[src/design/icache_plru.sv]
`timescale 1ns/1ps

module icache_plru #(
    parameter int WAYS = 2,
    parameter int SETS = 16,
    localparam int index_w = $clog2(SETS),
    localparam int lvl_w = $clog2(WAYS)
) (
    input  logic               clk,
    input  logic               cache_rst,
    input  logic               touch_en,
    input  logic [index_w-1:0] touch_index,
    input  logic [WAYS-1:0]    touch_way,
    input  logic [index_w-1:0] rd_index,
    output logic [WAYS-1:0]    victim_way
);

    logic [WAYS-2:0]  tree_q [SETS];   // node n has children 2n+1 and 2n+2
    logic [lvl_w-1:0] touch_idx;
    logic [lvl_w-1:0] victim_idx;

    // point each node on the path away from the touched way
    function automatic logic [WAYS-2:0] tree_touch(
        input logic [WAYS-2:0]  tree,
        input logic [lvl_w-1:0] way
    );
        logic [WAYS-2:0] res;
        int              n;
        logic            dir;
        res = tree;
        n = 0;
        for (int l = 0; l < lvl_w; l++) begin
            dir    = way[lvl_w-1-l];
            res[n] = ~dir;
            n      = 2 * n + 1 + int'(dir);
        end
        return res;
    endfunction

    function automatic logic [lvl_w-1:0] tree_victim(input logic [WAYS-2:0] tree);
        logic [lvl_w-1:0] idx;
        int               n;
        idx = '0;
        n = 0;
        for (int l = 0; l < lvl_w; l++) begin
            idx[lvl_w-1-l] = tree[n];
            n = 2 * n + 1 + int'(tree[n]);
        end
        return idx;
    endfunction

    always_comb begin
        touch_idx = '0;
        for (int i = 0; i < WAYS; i++) begin
            if (touch_way[i]) touch_idx = touch_idx | lvl_w'(i);
        end
    end

    always_ff @(posedge clk or posedge cache_rst) begin
        if (cache_rst) begin
            for (int s = 0; s < SETS; s++) tree_q[s] <= '0;
        end else if (touch_en) begin
            tree_q[touch_index] <= tree_touch(tree_q[touch_index], touch_idx);
        end
    end

    assign victim_idx = tree_victim(tree_q[rd_index]);
    assign victim_way = WAYS'(1) << victim_idx;

endmodule

[config.mk]
export PLATFORM = sky130hd
export DESIGN_NAME = icache_plru
export DESIGN_NICKNAME = d
export VERILOG_FILES = /design/src/design/icache_plru.sv
export SDC_FILE = /design/constraint.sdc
export NUM_CORES = 1
export LEC_CHECK = 0
export ABC_AREA = 0
export BUFFER_PORTS_ARGS = -buffer_cell sky130_fd_sc_hd__buf_2
export CAP_MARGIN = 20
export CORE_UTILIZATION = 53
export DETAILED_ROUTE_END_ITERATION = 6
export MAX_ROUTING_LAYER = met4
export PLACE_DENSITY = 0.76
export REMOVE_ABC_BUFFERS = 1
export SYNTH_ARGS = -nofsm -noshare
export SYNTH_HDL_FRONTEND = slang
export SYNTH_SLANG_ARGS = --single-unit
[constraint.sdc]
create_clock -name clk -period 1.68 [get_ports clk]
set_input_delay 0.084 -clock clk [delete_from_list [all_inputs] [get_ports clk]]
set_output_delay 0.084 -clock clk [all_outputs]
set_load 0.05 [all_outputs]
==> summary.txt <==
Outcome
  • Status: finished, violations left
  • Violated checks: setup timing

CTS
  • CTS tree: yes
  • Root Driver: clkbuf_4
  • Clk Latency, worst-skew pair: 0.28 ns
  • H-tree levels: 1
  • CTS buffer count: 3
  • Maximum root-to-sink buffer count: 2
  • CTS clk-pin slew, worst paths: 0.09 ns
  • CTS Sinks: 16

GRT
  • GR met3 Demand/Resource: 3.45%
  • GRT Resource Usage Total: 21.8%
  • Vias in the first global route: 595
  • Most Crowded Layer GR: met1
  • Largest net degree at the start of global routing: 17
  • Met2 GRT Util: 30.5%
  • Initial antenna violation count: 0
  • First-pass GRT wire length: 2.82 mm
  • GR met1 Demand/Resource: 32.7%
  • Total congestion overflow: 0

Place
  • GP Congestion: 0.712
  • Port Buffers: 13
  • Post-Place Worst Slack: 0.164 ns
  • Area of placed instances: 910 um2

Pwr
  • Max VDD drop: 0.000755 V
  • Pwr dens: 1080 nW/um2
  • Leak: 0.393 nW

STA
  • Clk_skew: 0 ns
  • Max-slew violations: 0
  • Final setup violation count: 1
  • Hold Fails Final Rpt: 0
  • Minimum clock period: 1.70 ns
  • Slew margin rel.: 60.3%
  • Crit share post-route: 101%
  • RSZ-0062 raised after global routing: true
  • Setup WS post-layout: -0.0241 ns
  • Least-Margin Pin Slew: 0.595 ns
  • Max Freq: 587 MHz

Synthesis
  • Largest area contributor in the netlist: dfrtp_1
  • Unique cell type count in the Yosys netlist: 20
  • Share of flip-flops with an asynchronous set or reset: 100%
  • Area contributors post-synth: dfrtp_1 46%, o31ai_1 13%, mux4_1 12%
  • Top FF cell, synth: dfrtp_1
  • Post-synth EDFFs: 0
  • Cell Area, Synth: 862 um2
  • Sequential fraction of the synthesis area: 46.4%
  • Post-Syn Instances: 75
  • Yosys reg bits: 16
  • Yosys warning count: 0
  • Synth top area share: 46.4%
  • Syn Area/Cell: 11.5 um2

Hold path
  • Worst hold path type: in -> reg
  • WHS Path Cells: 2
  • Worst hold endpoint: tree_q[15]
  • Min-delay src: touch_index[3]

Cells and area
  • Max reg flops: 16
  • Area grow syn2layout: 11.5%
  • Final instance area: 961 um2
  • Biggest register: tree_q
  • FF+latch area: 400 um2
  • Multi-input gate area: 405 um2
  • Commonest non-fill, non-tap cell in the layout: dfrtp_1
  • Diode count: 0
  • Share of cells above drive strength 1: 27.9%
  • Final #Nets: 100
  • Fillers: 121
  • Most frequent cells in the layout: 16 x dfrtp_1, 15 x o31ai_1, 11 x o21ai_0, 11 x buf_2
  • Top Registers: tree_q x16

Detailed routing
  • Routed wire length per instance: 16.1 um
  • Vias per inst: 6.55
  • # DRC: 0
  • Antenna viol nets, final: 0
  • Initial drt markers: 25
  • Routed WL: 1.64 mm
  • First-pass DRT Iterations: 4
  • Via Count: 668

Critical path
  • Crit path DAT: 1.62 ns
  • Worst Setup End Kind: output pin
  • Critical path required time: 1.60 ns
  • Crit path launch type: flip-flop
  • R2R setup slack: 0.87 ns
  • Reg2Reg Depth: 3
  • Reg-to-reg critical path startpoint: tree_q[15]
  • R2R Path End: tree_q[15]
  • Critical path class: reg -> out
  • Crit Path Max Fanout: 2

Floorplan
  • Number of placed I/O pins: 15
  • Initial Utilization: 57.2%
  • Chip Width: 42.3 um
  • Core ar.: 1510 um2
  • Die area: 1790 um2
  • Placement Rows: 14
  • Chip height: 42.3 um

Flow run
  • Max_cap viols: 0
-- through the flow --
stage,setup TNS [ns],total power [W],utilization [%],hold slack [ns],cells
CTS,-0.0349,0.00103,63.4,0.132,102
floorplan,0,0.000683,-,-0.00226,67
finish,-0.0241,0.00104,63.8,0.137,102
detailed placement,0,0.000760,60.4,0.183,96
global route,-0.0796,0.00109,63.8,0.155,102
global placement,0,0.000747,60.4,0.172,96
-- cell type report --
class / instances / area share (%)
Multi-Input combinational cell: 50 / 42.2
Sequential cell: 16 / 41.7
Timing Repair Buffer: 15 / 9.90
Clock buffer: 4 / 3.78
Tap cell: 16 / 2.08
Inverter: 1 / 0.391
-- metal layers --
| layer | part of all wire, % | vias up |
|---|---|---|
| li1 | - | 321 |
| met1 | 48 | 317 |
| met2 | 46 | 28 |
| met3 | 5.7 | 2 |
| met4 | 0.61 | 0 |
| met5 | 0 | - |
-- worst max-delay path, cell delays in order, from the launching register on --
cell,delay [ns]
dfrtp_1,0.39
mux4_2,0.48
nand3b_1,0.11
and4_1,0.20
buf_6,0.16
-- report_power, final --
group          switching, W  internal [W]
Sequential        0.0000457      0.000463
Clock              0.000120      0.000132
Combinational      0.000144      0.000133
-- worst max path at each step --
stage	slack [ns]	cells past startpoint	start	end
5_1_grt	-0.08	4	tree_q[9]	victim_way[0]
6_report	-0.02	4	tree_q[8]	victim_way[0]
2_1_floorplan	0.17	3	tree_q[6]	victim_way[0]
3_3_place_gp	0.20	4	tree_q[2]	victim_way[0]
4_1_cts	-0.03	4	tree_q[4]	victim_way[0]
3_5_place_dp	0.16	4	tree_q[2]	victim_way[0]
-- cell usage after synthesis, types with 2 or more instances --
library cell  count
dfrtp_1          16
o31ai_1          15
o21ai_0          11
clkbuf_1          4
mux4_1            4
nand3b_1          4
buf_2             3
o41ai_1           3
nand2_1           2
nand2b_1          2
nand3_1           2
-- kinds of logic after synthesis --
family | after synthesis | synth area share, %
AND/OR/NAND/NOR | 14 | 10.2
flip-flops | 16 | 46.4
buffers and inverters | 9 | 4.79
multiplexers | 4 | 12.2
AO/OA/AOI/OAI | 32 | 26.4
-- timing repair --
action,4_1_cts,5_1_grt
gates resized for setup,6,3
endpoints found under the setup margin,2,2
pin swaps,3,4
endpoints found under the hold margin,16,0
buffers inserted,1,0
hold buffers,1,0
(Power assumes the default switching activity.)
