<file path="config.mk">
export PLATFORM = sky130hd
export DESIGN_NAME = icache_data_array
export DESIGN_NICKNAME = d
export VERILOG_FILES = /design/src/design/icache_pkg.sv /design/src/design/icache_data_array.sv
export SDC_FILE = /design/constraint.sdc
export NUM_CORES = 2
export LEC_CHECK = 0
export BUFFER_PORTS_ARGS = -buffer_cell sky130_fd_sc_hd__buf_4
export CAP_MARGIN = 20
export CELL_PAD_IN_SITES_DETAIL_PLACEMENT = 2
export CELL_PAD_IN_SITES_GLOBAL_PLACEMENT = 2
export CORE_ASPECT_RATIO = 1.1
export CORE_UTILIZATION = 50
export CTS_CLUSTER_SIZE = 14
export DETAILED_ROUTE_END_ITERATION = 7
export PLACE_DENSITY_LB_ADDON = 0.08
export SETUP_SLACK_MARGIN = 0.02
export SYNTH_ARGS = -nofsm -noshare
export SYNTH_HDL_FRONTEND = slang
export SYNTH_MEMORY_MAX_BITS = 65536
export SYNTH_SLANG_ARGS = --single-unit
</file>
<file path="constraint.sdc">
create_clock -name clk -period 31.4 [get_ports clk]
set_clock_uncertainty 0.2 [all_clocks]
set_input_delay 4.71 -clock clk [delete_from_list [all_inputs] [get_ports clk]]
set_output_delay 4.71 -clock clk [all_outputs]
set_load 0.1 [all_outputs]
</file>
<file path="src/design/icache_pkg.sv">
package icache_pkg;

    //////////////////////////////
    // address and word geometry
    //////////////////////////////
    localparam int addr_w = 32;     // physical address
    localparam int word_w = 32;     // one instruction word

    //////////////////////////////
    // line geometry
    //////////////////////////////
    localparam int line_words = 4;                  // also the max fetch size
    localparam int word_off_w = 2;                  // word within a line
    localparam int line_off_w = word_off_w + 2;     // byte offset within a line

    // fetch size is coded as words minus one
    localparam int size_w = 2;

endpackage

</file>
<file path="src/design/icache_data_array.sv">
`timescale 1ns/1ps

module icache_data_array import icache_pkg::*; #(
    parameter int WAYS = 2,
    parameter int SETS = 16,
    localparam int index_w = $clog2(SETS)
) (
    input  logic                         clk,
    input  logic                         rd_en,
    input  logic [index_w-1:0]           rd_index,
    input  logic [WAYS-1:0]              hit_way,
    input  logic                         refill_we,
    input  logic [index_w-1:0]           refill_index,
    input  logic [WAYS-1:0]              victim_way,
    input  logic [line_words*word_w-1:0] refill_line,
    output logic [line_words*word_w-1:0] hit_line
);

    logic [line_words*word_w-1:0] line_mem [WAYS][SETS];
    logic [line_words*word_w-1:0] line_rd  [WAYS];

    // all ways read together, victim way written whole
    always_ff @(posedge clk) begin
        for (int w = 0; w < WAYS; w++) begin
            if (rd_en) line_rd[w] <= line_mem[w][rd_index];
            if (refill_we && victim_way[w]) begin
                line_mem[w][refill_index] <= refill_line;
            end
        end
    end

    always_comb begin
        hit_line = '0;
        for (int w = 0; w < WAYS; w++) begin
            if (hit_way[w]) hit_line = hit_line | line_rd[w];   // one-hot select
        end
    end

endmodule

</file>
==> results.yml, run 1 <==
yosys:
  synth_cells: 6801
  synth.yosys.warnings: 0
  postSynthAreaPerCell_um2: 23.8
  mappedNetlistArea_um2: 162000
  ys_ff_latch: 4352
  yosysUniqueCellTypes: 24
  seq_area_frac_synth: 0.806
  number_of_nets_produced_by_synthesis: 6944
floorplanning:
  initial_standard_cell_utilization_of_the_core: 0.504
  std_cell_rows: 218
  die_width_um: 545
  die-height_um: 599
  boundaryPins: 271
status:
  result_of_the_run: "did not finish"
  error_message: "[ERROR DPL-0033] detailed placement checks failed during check placement."
  outcome.stop_stage: "detailed placement"
placement:
  dpl.hpwl_um: 312000
  numPortBuffers: 270
  finalWeightedCongestion: 0.740
[metrics by stage]
step	cell area (um^2)	worst slack, ns	instances	hold slack (ns)
after global placement	169000	19.97	11200	0.492
after floorplan	162000	16.60	6801	0.460
[Yosys cell counts]
| cell type | instances | share of area |
|---|---|---|
| sky130_fd_sc_hd__o22ai_1 | 178 | 0.0069 |
| sky130_fd_sc_hd__mux2i_1 | 76 | 0.0047 |
| sky130_fd_sc_hd__nand4b_1 | 4 | 0.00022 |
| sky130_fd_sc_hd__or2_2 | 3 | 0.00012 |
| sky130_fd_sc_hd__buf_4 | 66 | 0.0031 |
| sky130_fd_sc_hd__and2_1 | 3 | 0.00012 |
| sky130_fd_sc_hd__nand3_1 | 2 | 0.000062 |
| sky130_fd_sc_hd__a41o_1 | 19 | 0.0012 |
| sky130_fd_sc_hd__nand4_1 | 2 | 0.000077 |
| sky130_fd_sc_hd__nand2_1 | 191 | 0.0044 |
| sky130_fd_sc_hd__nor2b_1 | 7 | 0.00027 |
| sky130_fd_sc_hd__a22oi_1 | 315 | 0.015 |
| sky130_fd_sc_hd__nor2_1 | 117 | 0.0027 |
| sky130_fd_sc_hd__buf_6 | 39 | 0.0027 |
| sky130_fd_sc_hd__mux4_2 | 986 | 0.14 |
| sky130_fd_sc_hd__buf_1 | 25 | 0.00058 |
| sky130_fd_sc_hd__nor3_1 | 8 | 0.00025 |
| sky130_fd_sc_hd__nor2_2 | 2 | 0.000077 |
| sky130_fd_sc_hd__clkbuf_2 | 1 | 0.000031 |
| sky130_fd_sc_hd__nand2b_1 | 10 | 0.00039 |
| sky130_fd_sc_hd__a22o_1 | 147 | 0.0079 |
| sky130_fd_sc_hd__buf_2 | 114 | 0.0035 |
| sky130_fd_sc_hd__clkbuf_1 | 134 | 0.0031 |
| sky130_fd_sc_hd__edfxtp_1 | 4352 | 0.81 |
[cell families after synthesis]
logic type	share of synthesized area
buffers and inverters	0.0130
muxes	0.142
and+or+nand+nor	0.00870
AOI/OAI and AO/OA	0.0306
DFF	0.806
==> run 2: changes to the inputs <==
==> config.mk (replaced) <==
export PLATFORM = sky130hd
export DESIGN_NAME = icache_data_array
export DESIGN_NICKNAME = d
export VERILOG_FILES = /design/src/design/icache_pkg.sv /design/src/design/icache_data_array.sv
export SDC_FILE = /design/constraint.sdc
export NUM_CORES = 2
export LEC_CHECK = 0
export BUFFER_PORTS_ARGS = -buffer_cell sky130_fd_sc_hd__buf_4
export CAP_MARGIN = 20
export CORE_UTILIZATION = 35
export DETAILED_ROUTE_END_ITERATION = 7
export PLACE_DENSITY_LB_ADDON = 0.15
export SYNTH_ARGS = -nofsm -noshare
export SYNTH_HDL_FRONTEND = slang
export SYNTH_MEMORY_MAX_BITS = 65536
export SYNTH_SLANG_ARGS = --single-unit
==> results.yml, run 2 <==
status:
  result_of_the_run: "finished, violations left"
  violated_checks: "max-slew violations"
setup_path:
  crit_path_top_delay_cell: "sky130_fd_sc_hd__buf_4"
  path_max_fanout: 62
  crit_arrival_ns: 6.92
  worstSetupPathType: "primary input to output port"
  crit_chain: "buf_8 > buf_4 > buf_4 > a22o_1 > buf_4"
  endpoint_kind: "output port"
  critical_path.max_stage_delay_ns: 0.57
  required_ns: 26.49
  worstSetupStartpointType: "primary input"
  worst_path_most_repeated_cell: "sky130_fd_sc_hd__buf_4"
floorplanning:
  std_cell_rows: 249
  boundaryPins: 271
  fp.dieArea_um2: 466000
  core-area_um2: 460000
  die-height_um: 683
  die_width_um: 683
  initial_standard_cell_utilization_of_the_core: 0.352
timing:
  min_period_over_period: 0.377
  holdWs_ns: 0.496
  hold_viol_final: 0
  timing.final.crit_period_ns: 11.83
  timing_max_transition_violations_final: 22
  finalSetupTns_ns: 0
  worst_slew_margin_rel: -0.0363
  worst-slew-pin-transition_ns: 1.55
  max_clock_freq_mhz: 84.5
  finalSetupViolCount: 0
  setup_repair_after_global_routing_missed_its_margin: "no"
route:
  routed_wl_per_cell_um: 34.9
  top_layer: "met5"
  detail_route.vias_per_cell: 5.51
  ant_nets: 0
  detail_route.iter0.violations: 7967
  met2_length_um: 244000
  detailedRoute.firstPassIterationCount: 5
  drt_wl_total_um: 485000
  detail_route.drc_violations: 0
  wl_met3_um: 25500
  wirelength_met1_um: 207000
  detailroute.via_count: 76600
yosys:
  synth_enable_flop_cells: 4352
  yosysUniqueCellTypes: 24
  mappedNetlistArea_um2: 162000
  synth_cells: 6801
  yosys-top-cells-area: "sky130_fd_sc_hd__edfxtp_1, sky130_fd_sc_hd__mux4_2, sky130_fd_sc_hd__a22oi_1"
  synth.top_cells.by_count: "sky130_fd_sc_hd__edfxtp_1, sky130_fd_sc_hd__mux4_2, sky130_fd_sc_hd__a22oi_1"
  postSynthAreaPerCell_um2: 23.8
  ys_ff_latch: 4352
  dominantRegCellSynth: "sky130_fd_sc_hd__edfxtp_1"
  yosys.cell_count.top_type: "sky130_fd_sc_hd__edfxtp_1"
  async_flop_share: 0
  seq_area_frac_synth: 0.806
  synth.yosys.warnings: 0
  synth_largest_type_area_fraction: 0.806
  number_of_nets_produced_by_synthesis: 6944
  synth_top_area_cell: "sky130_fd_sc_hd__edfxtp_1"
global_route:
  grt_pass1_wl_um: 666000
  global_route.usage.total: 0.206
  grt_overflow_total: 0
  antenna_found_initial: 56
  grt_pass1_vias: 79300
  maximum_number_of_pins_on_one_net_before_global_route_repair: 129
layout:
  final_cell_count_without_fillers: 13900
  postLayoutCoreUtil: 0.403
  multi_input_comb_area_um2: 29700
  nets: 7489
  layout.cell_area.non_filler_um2: 186000
  final.fill_count: 40700
  drive_above_1_share: 0.270
  area_delta_synth_final_pct: 14.5
  biggestRegsByFlops: "line_mem: 4096 flops, line_rd: 256 flops"
  mostFrequentLayoutCells: "sky130_fd_sc_hd__edfxtp_1, sky130_fd_sc_hd__mux4_2, sky130_fd_sc_hd__clkbuf_16"
  registers.top_by_ff_count: "line_mem"
  layout_commonest_cell: "sky130_fd_sc_hd__edfxtp_1"
  layout.area.seq_um2: 131000
  largest_register_ff_count: 4096
cts:
  cts-buffers-inserted: 452
  clk_path_buf_depth: 4
  post-cts-setup-buffers: 0
  worst_skew_pair.late_latency_ns: 1.02
  clock_tree_root_buffer_cell: "sky130_fd_sc_hd__clkbuf_16"
  cts_max_level: 5
  cts_sinks: 4352
  cts.hold.buffers_added: 0
  ctsResizeCount: 0
  worst_setup_hold_path_clk_slew_ns: 0.06
  cts_tree: "built"
power:
  p_per_area_nw_per_um2: 66.1
  leakage_nw: 57.8
  max-vdd-ir-drop_v: 0.0000513
job:
  max-cap-violations: 0
placement:
  finalWeightedCongestion: 0.723
  numPortBuffers: 270
  placed_cells_incl_taps: 13000
  dpl_cell_area_um2: 172000
  dpl.hpwl_um: 250000
hold_path:
  hp-class: "flip-flop to flip-flop"
run 2: cell counts after synthesis:
No cell type changed its count.
run 2: layout make-up:
cell class                 count  share of cell area
sequential                  4352               0.704
clock inverter               246             0.00983
clock buffer                 574              0.0636
multi-input combinational   2070               0.160
antenna                       29            0.000391
timing repair buffer         470              0.0210
tap                         6149              0.0414
run 2: path summary, 6_finish.rpt:
kind | startpoint | endpoint | slack (ns) | cells after the start
setup / recovery | hit_way[1] | hit_line[106] | 19.57 | 5
hold / removal | line_mem[0][2857] | line_rd[0][169] | 0.50 | 3
setup reg to reg | line_mem[0][2150] | line_rd[0][230] | 29.40 | 3
hold reg to reg | line_mem[0][2857] | line_rd[0][169] | 0.50 | 3
run 2: kinds of logic after synthesis:
| group | after synthesis | synth area share |
|---|---|---|
| DFF | 4352 | 0.806 |
| and+or+nand+nor | 349 | 0.00870 |
| buffers and inverters | 379 | 0.0130 |
| AOI/OAI and AO/OA | 659 | 0.0306 |
| muxes | 1062 | 0.142 |
run 2: through the flow:
step	total power, W	setup slack, ns
finish	0.0123	19.57
global route	0.0126	19.40
CTS	0.0124	19.40
detailed placement	0.00739	19.41
global placement	0.00738	19.47
floorplan	0.00708	16.60
run 2: report_power, final:
| part | switching, W | internal (W) |
|---|---|---|
| logic | 0.000487 | 0.000217 |
| clock network | 0.00225 | 0.00277 |
| registers | 0.0000428 | 0.00650 |
| total | 0.00278 | 0.00948 |
run 2: critical path: cells and delay by family:
| kind | cells | cell delay (ns) |
|---|---|---|
| AOI/OAI and AO/OA | 1 | 0.23 |
| buffers and inverters | 4 | 1.80 |
run 2: layer usage:
layer | vias to the layer above | GRT usage
li1 | 30500 | -
met2 | 2241 | 0.354
met3 | 556 | 0.0279
met5 | - | 0
met4 | 18 | 0.0348
met1 | 43300 | 0.285
No activity file was read; power rests on OpenSTA's default activity.
