[src/design/icache_pkg.sv]
package icache_pkg;

    //////////////////////////////
    // address and word geometry
    //////////////////////////////
    localparam int addr_w = 32;     // physical address
    localparam int word_w = 32;     // one instruction word

    //////////////////////////////
    // line geometry
    //////////////////////////////
    localparam int line_words = 4;                  // also the max fetch size
    localparam int word_off_w = 2;                  // word within a line
    localparam int line_off_w = word_off_w + 2;     // byte offset within a line

    // fetch size is coded as words minus one
    localparam int size_w = 2;

endpackage

[src/design/icache_ctrl.sv]
`timescale 1ns/1ps

module icache_ctrl import icache_pkg::*; #(
    parameter int WAYS = 2,
    parameter int SETS = 16,
    localparam int index_w = $clog2(SETS),
    localparam int tag_w = addr_w - index_w - line_off_w
) (
    input  logic                         clk,
    input  logic                         cache_rst,
    input  logic                         fetch_valid,
    input  logic [addr_w-1:0]            fetch_addr,
    input  logic [size_w-1:0]            fetch_size,
    input  logic                         fetch_flush,
    output logic                         fetch_ready,
    output logic                         inst_valid,
    output logic [addr_w-1:0]            inst_addr,
    output logic [line_words*word_w-1:0] inst_data,
    output logic [line_words-1:0]        inst_mask,
    output logic                         ar_valid,
    output logic [addr_w-1:0]            ar_addr,
    input  logic                         ar_ready,
    input  logic                         r_valid,
    input  logic [word_w-1:0]            r_data,
    input  logic                         r_last,
    input  logic [WAYS-1:0]              hit_way,
    input  logic [line_words*word_w-1:0] hit_line,
    input  logic [WAYS-1:0]              victim_way,
    input  logic                         fence_busy,
    output logic                         rd_en,
    output logic [index_w-1:0]           rd_index,
    output logic [tag_w-1:0]             lookup_tag,
    output logic                         refill_we,
    output logic [index_w-1:0]           refill_index,
    output logic [tag_w-1:0]             refill_tag,
    output logic [line_words*word_w-1:0] refill_line,
    output logic                         touch_en,
    output logic [index_w-1:0]           touch_index,
    output logic [WAYS-1:0]              touch_way
);

    localparam logic [1:0] st_idle   = 2'd0;
    localparam logic [1:0] st_lookup = 2'd1;
    localparam logic [1:0] st_miss   = 2'd2;
    localparam logic [1:0] st_refill = 2'd3;

    logic [1:0]                   state_q;
    logic [word_off_w-1:0]        req_off;
    logic [line_words-1:0]        req_mask;
    logic [index_w-1:0]           req_index;
    logic [tag_w-1:0]             req_tag;
    logic [line_words*word_w-1:0] miss_buf;
    logic [word_off_w-1:0]        beat_q;
    logic                         kill_q;
    logic                         deliver_q;
    logic                         hit;
    logic                         lookup_hit;
    logic                         accept;
    logic                         refill_end;
    logic [word_off_w-1:0]        fetch_off;
    logic [line_words-1:0]        fetch_mask;

    // first requested word lands in slot 0
    function automatic logic [line_words*word_w-1:0] align_line(
        input logic [line_words*word_w-1:0] line,
        input logic [word_off_w-1:0]        off
    );
        return line >> (off * word_w);
    endfunction

    //////////////////////////////
    // request acceptance
    //////////////////////////////
    assign fetch_off  = fetch_addr[line_off_w-1 -: word_off_w];
    assign fetch_mask = line_words'((1 << (fetch_size + 1)) - 1)
                      & ({line_words{1'b1}} >> fetch_off);   // cut at line end

    assign hit         = |hit_way;
    assign lookup_hit  = state_q == st_lookup && hit && !fetch_flush;
    assign fetch_ready = !fence_busy && !fetch_flush
                      && (state_q == st_idle || lookup_hit);  // hits run back to back
    assign accept      = fetch_valid && fetch_ready;
    assign refill_end  = state_q == st_refill && r_valid && r_last;

    assign rd_en      = accept;
    assign rd_index   = (state_q == st_idle || state_q == st_lookup)
                      ? fetch_addr[line_off_w +: index_w] : req_index;
    assign lookup_tag = req_tag;

    //////////////////////////////
    // miss and refill
    //////////////////////////////
    assign ar_valid = state_q == st_miss;
    assign ar_addr  = {req_tag, req_index, {line_off_w{1'b0}}};

    assign refill_we    = refill_end;
    assign refill_index = req_index;
    assign refill_tag   = req_tag;

    always_comb begin
        refill_line = miss_buf;
        refill_line[beat_q*word_w +: word_w] = r_data;   // last beat bypasses buffer
    end

    assign touch_en    = lookup_hit || refill_end;
    assign touch_index = req_index;
    assign touch_way   = refill_end ? victim_way : hit_way;

    // fetch output
    assign inst_valid = lookup_hit || deliver_q;
    assign inst_addr  = {req_tag, req_index, req_off, 2'b00};
    assign inst_mask  = req_mask;
    assign inst_data  = deliver_q ? align_line(miss_buf, req_off)
                                  : align_line(hit_line, req_off);

    always_ff @(posedge clk or posedge cache_rst) begin
        if (cache_rst) begin
            state_q   <= st_idle;
            beat_q    <= '0;
            kill_q    <= 1'b0;
            deliver_q <= 1'b0;
        end else begin
            deliver_q <= refill_end && !kill_q && !fetch_flush;
            case (state_q)
                st_idle: begin
                    if (accept) state_q <= st_lookup;
                end
                st_lookup: begin
                    if (fetch_flush) begin
                        state_q <= st_idle;   // request dropped
                    end else if (hit) begin
                        state_q <= accept ? st_lookup : st_idle;
                    end else begin
                        state_q <= st_miss;
                        beat_q  <= '0;
                        kill_q  <= 1'b0;
                    end
                end
                st_miss: begin
                    if (ar_ready) state_q <= st_refill;
                    if (fetch_flush) kill_q <= 1'b1;
                end
                st_refill: begin
                    if (r_valid) beat_q <= beat_q + 1'b1;
                    if (r_valid && r_last) state_q <= st_idle;
                    if (fetch_flush) kill_q <= 1'b1;   // line still installed
                end
                default: state_q <= st_idle;
            endcase
        end
    end

    always_ff @(posedge clk) begin
        if (accept) begin
            req_off   <= fetch_off;
            req_mask  <= fetch_mask;
            req_index <= fetch_addr[line_off_w +: index_w];
            req_tag   <= fetch_addr[addr_w-1 -: tag_w];
        end
        if (state_q == st_refill && r_valid) begin
            miss_buf[beat_q*word_w +: word_w] <= r_data;
        end
    end

endmodule

[config.mk]
export PLATFORM = sky130hd
export DESIGN_NAME = icache_ctrl
export DESIGN_NICKNAME = d
export VERILOG_FILES = /design/src/design/icache_pkg.sv /design/src/design/icache_ctrl.sv
export SDC_FILE = /design/constraint.sdc
export NUM_CORES = 1
export LEC_CHECK = 0
export BUFFER_PORTS_ARGS = -buffer_cell sky130_fd_sc_hd__buf_4
export CELL_PAD_IN_SITES_DETAIL_PLACEMENT = 1
export CELL_PAD_IN_SITES_GLOBAL_PLACEMENT = 2
export CORE_AREA = 8 8 227 229
export CTS_BUF_LIST = sky130_fd_sc_hd__clkbuf_8
export CTS_CLUSTER_SIZE = 12
export DETAILED_ROUTE_END_ITERATION = 16
export DIE_AREA = 0 0 235 237
export PLACE_DENSITY_LB_ADDON = 0.1
export REMOVE_ABC_BUFFERS = 1
export SYNTH_ARGS = -nofsm -noshare
export SYNTH_HDL_FRONTEND = slang
export SYNTH_SLANG_ARGS = --single-unit
[constraint.sdc]
create_clock -name clk -period 10.1 [get_ports clk]
set_input_delay 2.525 -clock clk [delete_from_list [all_inputs] [get_ports clk]]
set_output_delay 2.525 -clock clk [all_outputs]
set_load 0.005 [all_outputs]
==> qor.csv <==
stage,metric,value,unit
yosys,Mapped Area,12600,sq um
yosys,Synth area leaders,"edfxtp_1 (39%), mux2i_1 (10%), mux2_2 (9.2%)",
clock_network,Post-CTS Resized,0,
die,initial core utilization,0.261,
cells_and_area,share of cells above drive strength 1,0.476,
yosys,area share of the largest cell type after synthesis,0.387,
placement,Inst Count DP,2279,
timing,Final setup viols,0,
yosys,number of distinct library cells after synthesis,35,
timing,Max Clk Rate,146,MHz
yosys,Synth Instances,1221,
clock_network,Post-CTS Hold Buffers,0,
clock_network,Worst-path clk slew,0.10,ns
yosys,commonest cells in the synthesized netlist,"edfxtp_1 (162), nand2_1 (162), inv_1 (133), o21ai_0 (130), mux2i_1 (128)",
critical_path,WS Path Type,input pin to output pin,
clock_network,post-CTS setup buffers,0,
cells_and_area,final core utilization,0.361,
die,Die Y,237,um
yosys,leading area contributor after synthesis,edfxtp_1,
yosys,Main synth FF type,edfxtp_1,
critical_path,Critical-path top delay cell,a2111oi_0,
global_route,first-pass GRT wire length,94900,um
timing,Hold Slack,0.454,ns
timing,min cycle time layout,6.83,ns
run_status,status,"complete, no violations",
critical_path,worst-path cell chain,buf_4 -> nor2_1 -> a2111oi_0 -> and2_1 -> buf_4 -> buf_4,
clock_network,Num CTS Buffers,17,
clock_network,root buffer cell,clkbuf_8,
placement,input/output buffers,589,
yosys,sequential-to-total area share from yosys stat,0.399,
timing,Rel. slew slack,0.282,
routing,final wirelength,67600,um
critical_path,Critical Path Sink Type,output pin,
timing,unrepaired setup endpoints after global routing,false,
routing,WL/cell,29.2,um
power_and_ir_drop,Leak Pwr,7.43,nW
cells_and_area,"Cell Count, Final, Fillers Out",2313,
cells_and_area,"Area growth, synth to finish",38.4,%
clock_network,clock sink count,168,
global_route,initial antenna violation count,6,
clock_network,CTS tree,done,
yosys,"FF+latch count, synth",168,
cells_and_area,Final nets,1887,
power_and_ir_drop,peak supply drop,0.127,mV
yosys,Syn Area/Cell,10.3,sq um
yosys,Synth warnings,0,
run,Max-Cap Viols,0,
routing,DRT iter0 DRCs,685,
power_and_ir_drop,Tot Pwr,0.00284,W
timing,clock skew,0.0163,ns
die,Core ar.,48100,sq um
timing,Max Slew Vio Count,0,
die,row count,81,
clock_network,H-tree lvl count,4,
yosys,"EDFF count, synth",162,
worst_hold_path,Hold WC Path Type,register to register,
die,DIE WIDTH,235,um
global_route,Tot GR Track Use,0.235,
critical_path,Startpoint Class,input pin,
timing,Final Hold Fails,0,
die,Top-Level Pins,598,
power_and_ir_drop,Power Dens Cells,163,nW/um^2
timing,Worst Tran Pin Value,1.08,ns
critical_path,R2R Setup Slk,6.75,ns
critical_path,CP max stage delay,0.75,ns
yosys,fraction of registers with async set/reset,0.0357,
cells_and_area,fill count,5458,
placement,placer congestion estimate,0.817,
timing,TNS Setup,0,ns
routing,via count,11400,
critical_path,CP arrival,4.30,ns
global_route,number of global-route vias before repair,12400,
routing,Routed Antenna Nets,0,
routing,DRT Pass-1 Iters,5,
critical_path,Crit Path Max Fanout,35,
placement,post-DP HPWL,49300,um
global_route,pin count of the biggest net entering global routing,136,
critical_path,most used cell along the critical path,buf_4,
routing,vias per cell,4.95,
critical_path,Worst EP required,7.58,ns
timing,fin crit share,0.676,
clock_network,clock insertion delay at the later pin of the skew report,0.57,ns
die,die area,55700,sq um
routing,post-route DRC violation count,0,
clock_network,clk buf depth,2,
global_route,Congestion Overflow GR,0,
-- kinds of logic after synthesis --
| family | Yosys count | share of synthesized area |
|---|---|---|
| buffers and inverters | 315 | 0.133 |
| multiplexers | 279 | 0.282 |
| AND/OR/NAND/NOR | 252 | 0.0837 |
| AO/OA/AOI/OAI | 200 | 0.0969 |
| flip-flops | 168 | 0.399 |
| adder cells (fa/ha/maj) | 5 | 0.00498 |
| other | 2 | 0.000598 |
-- per-layer routing --
layer / vias to the layer above / wire length (um) / track usage
met4: 8 / 1050 / 0.0559
met1: 5786 / 27500 / 0.273
li1: 5177 / - / -
met5: - / 56 / 0
met3: 56 / 4250 / 0.0703
met2: 419 / 34700 / 0.419
-- worst max-delay path: cells and delay by family --
family | cells | cell delay [ns]
buffers and inverters | 3 | 0.70
AND/OR/NAND/NOR | 2 | 0.31
AO/OA/AOI/OAI | 1 | 0.75
-- state kept, by name (all words and copies together), names as in the netlist, named ones only --
| signal | flops |
|---|---|
| inst_mask | 4 |
| state_q | 1 |
| miss_buf | 128 |
| deliver_q | 1 |
| refill_index | 4 |
| kill_q | 1 |
| beat_q | 2 |
| lookup_tag | 24 |
| req_off | 2 |
-- layout by cell type (no fill, tap or decap), types with 16 or more instances in the layout --
cell,count
inv_1,134
o221ai_1,32
a221oi_1,16
nand2_1,162
o22ai_1,16
mux2_2,103
nor2_1,53
nor2b_1,17
clkbuf_8,17
mux2i_1,128
o21ai_0,130
mux4_2,42
buf_4,612
edfxtp_1,162
-- path summary, 6_finish.rpt --
kind                                       start  cells past startpoint                      to
min reg2reg                   kill_q$_DFFE_PP0P_                      1     deliver_q$_DFF_PP0_
max reg2reg                beat_q[0]$_DFFE_PP0P_                      6  miss_buf[15]$_DFFE_PP_
max in group asynchronous              cache_rst                      2     deliver_q$_DFF_PP0_
min                           kill_q$_DFFE_PP0P_                      1     deliver_q$_DFF_PP0_
min in group asynchronous              cache_rst                      2      kill_q$_DFFE_PP0P_
max                                   hit_way[0]                      6                   rd_en
-- final cells by class --
| type | instances | area (sq um) | share of cell area |
|---|---|---|---|
| Sequential cell | 168 | 5020 | 0.289 |
| Timing Repair Buffer | 613 | 4610 | 0.265 |
| Clock inverter | 15 | 256 | 0.0147 |
| Antenna cell | 2 | 5.00 | 0.000288 |
| Inverter | 133 | 499 | 0.0287 |
| Multi-Input combinational cell | 743 | 5980 | 0.344 |
| Tap cell | 622 | 778 | 0.0448 |
| Clock buffer | 17 | 234 | 0.0135 |
-- through the flow --
| step | area [sq um] | worst slack [ns] |
|---|---|---|
| floorplan | 11400 | 1.96 |
| global placement | 16900 | 3.36 |
| detailed placement | 16900 | 3.29 |
| CTS | 17400 | 3.27 |
| global route | 17400 | 3.13 |
| finish | 17400 | 3.27 |
-- power by group --
group	switching [W]	internal [W]
clock	0.000292	0.000340
sequential	0.0000609	0.000884
combinational	0.000717	0.000547
total	0.00107	0.00177
Note: power is estimated with default switching activity, not from simulation.
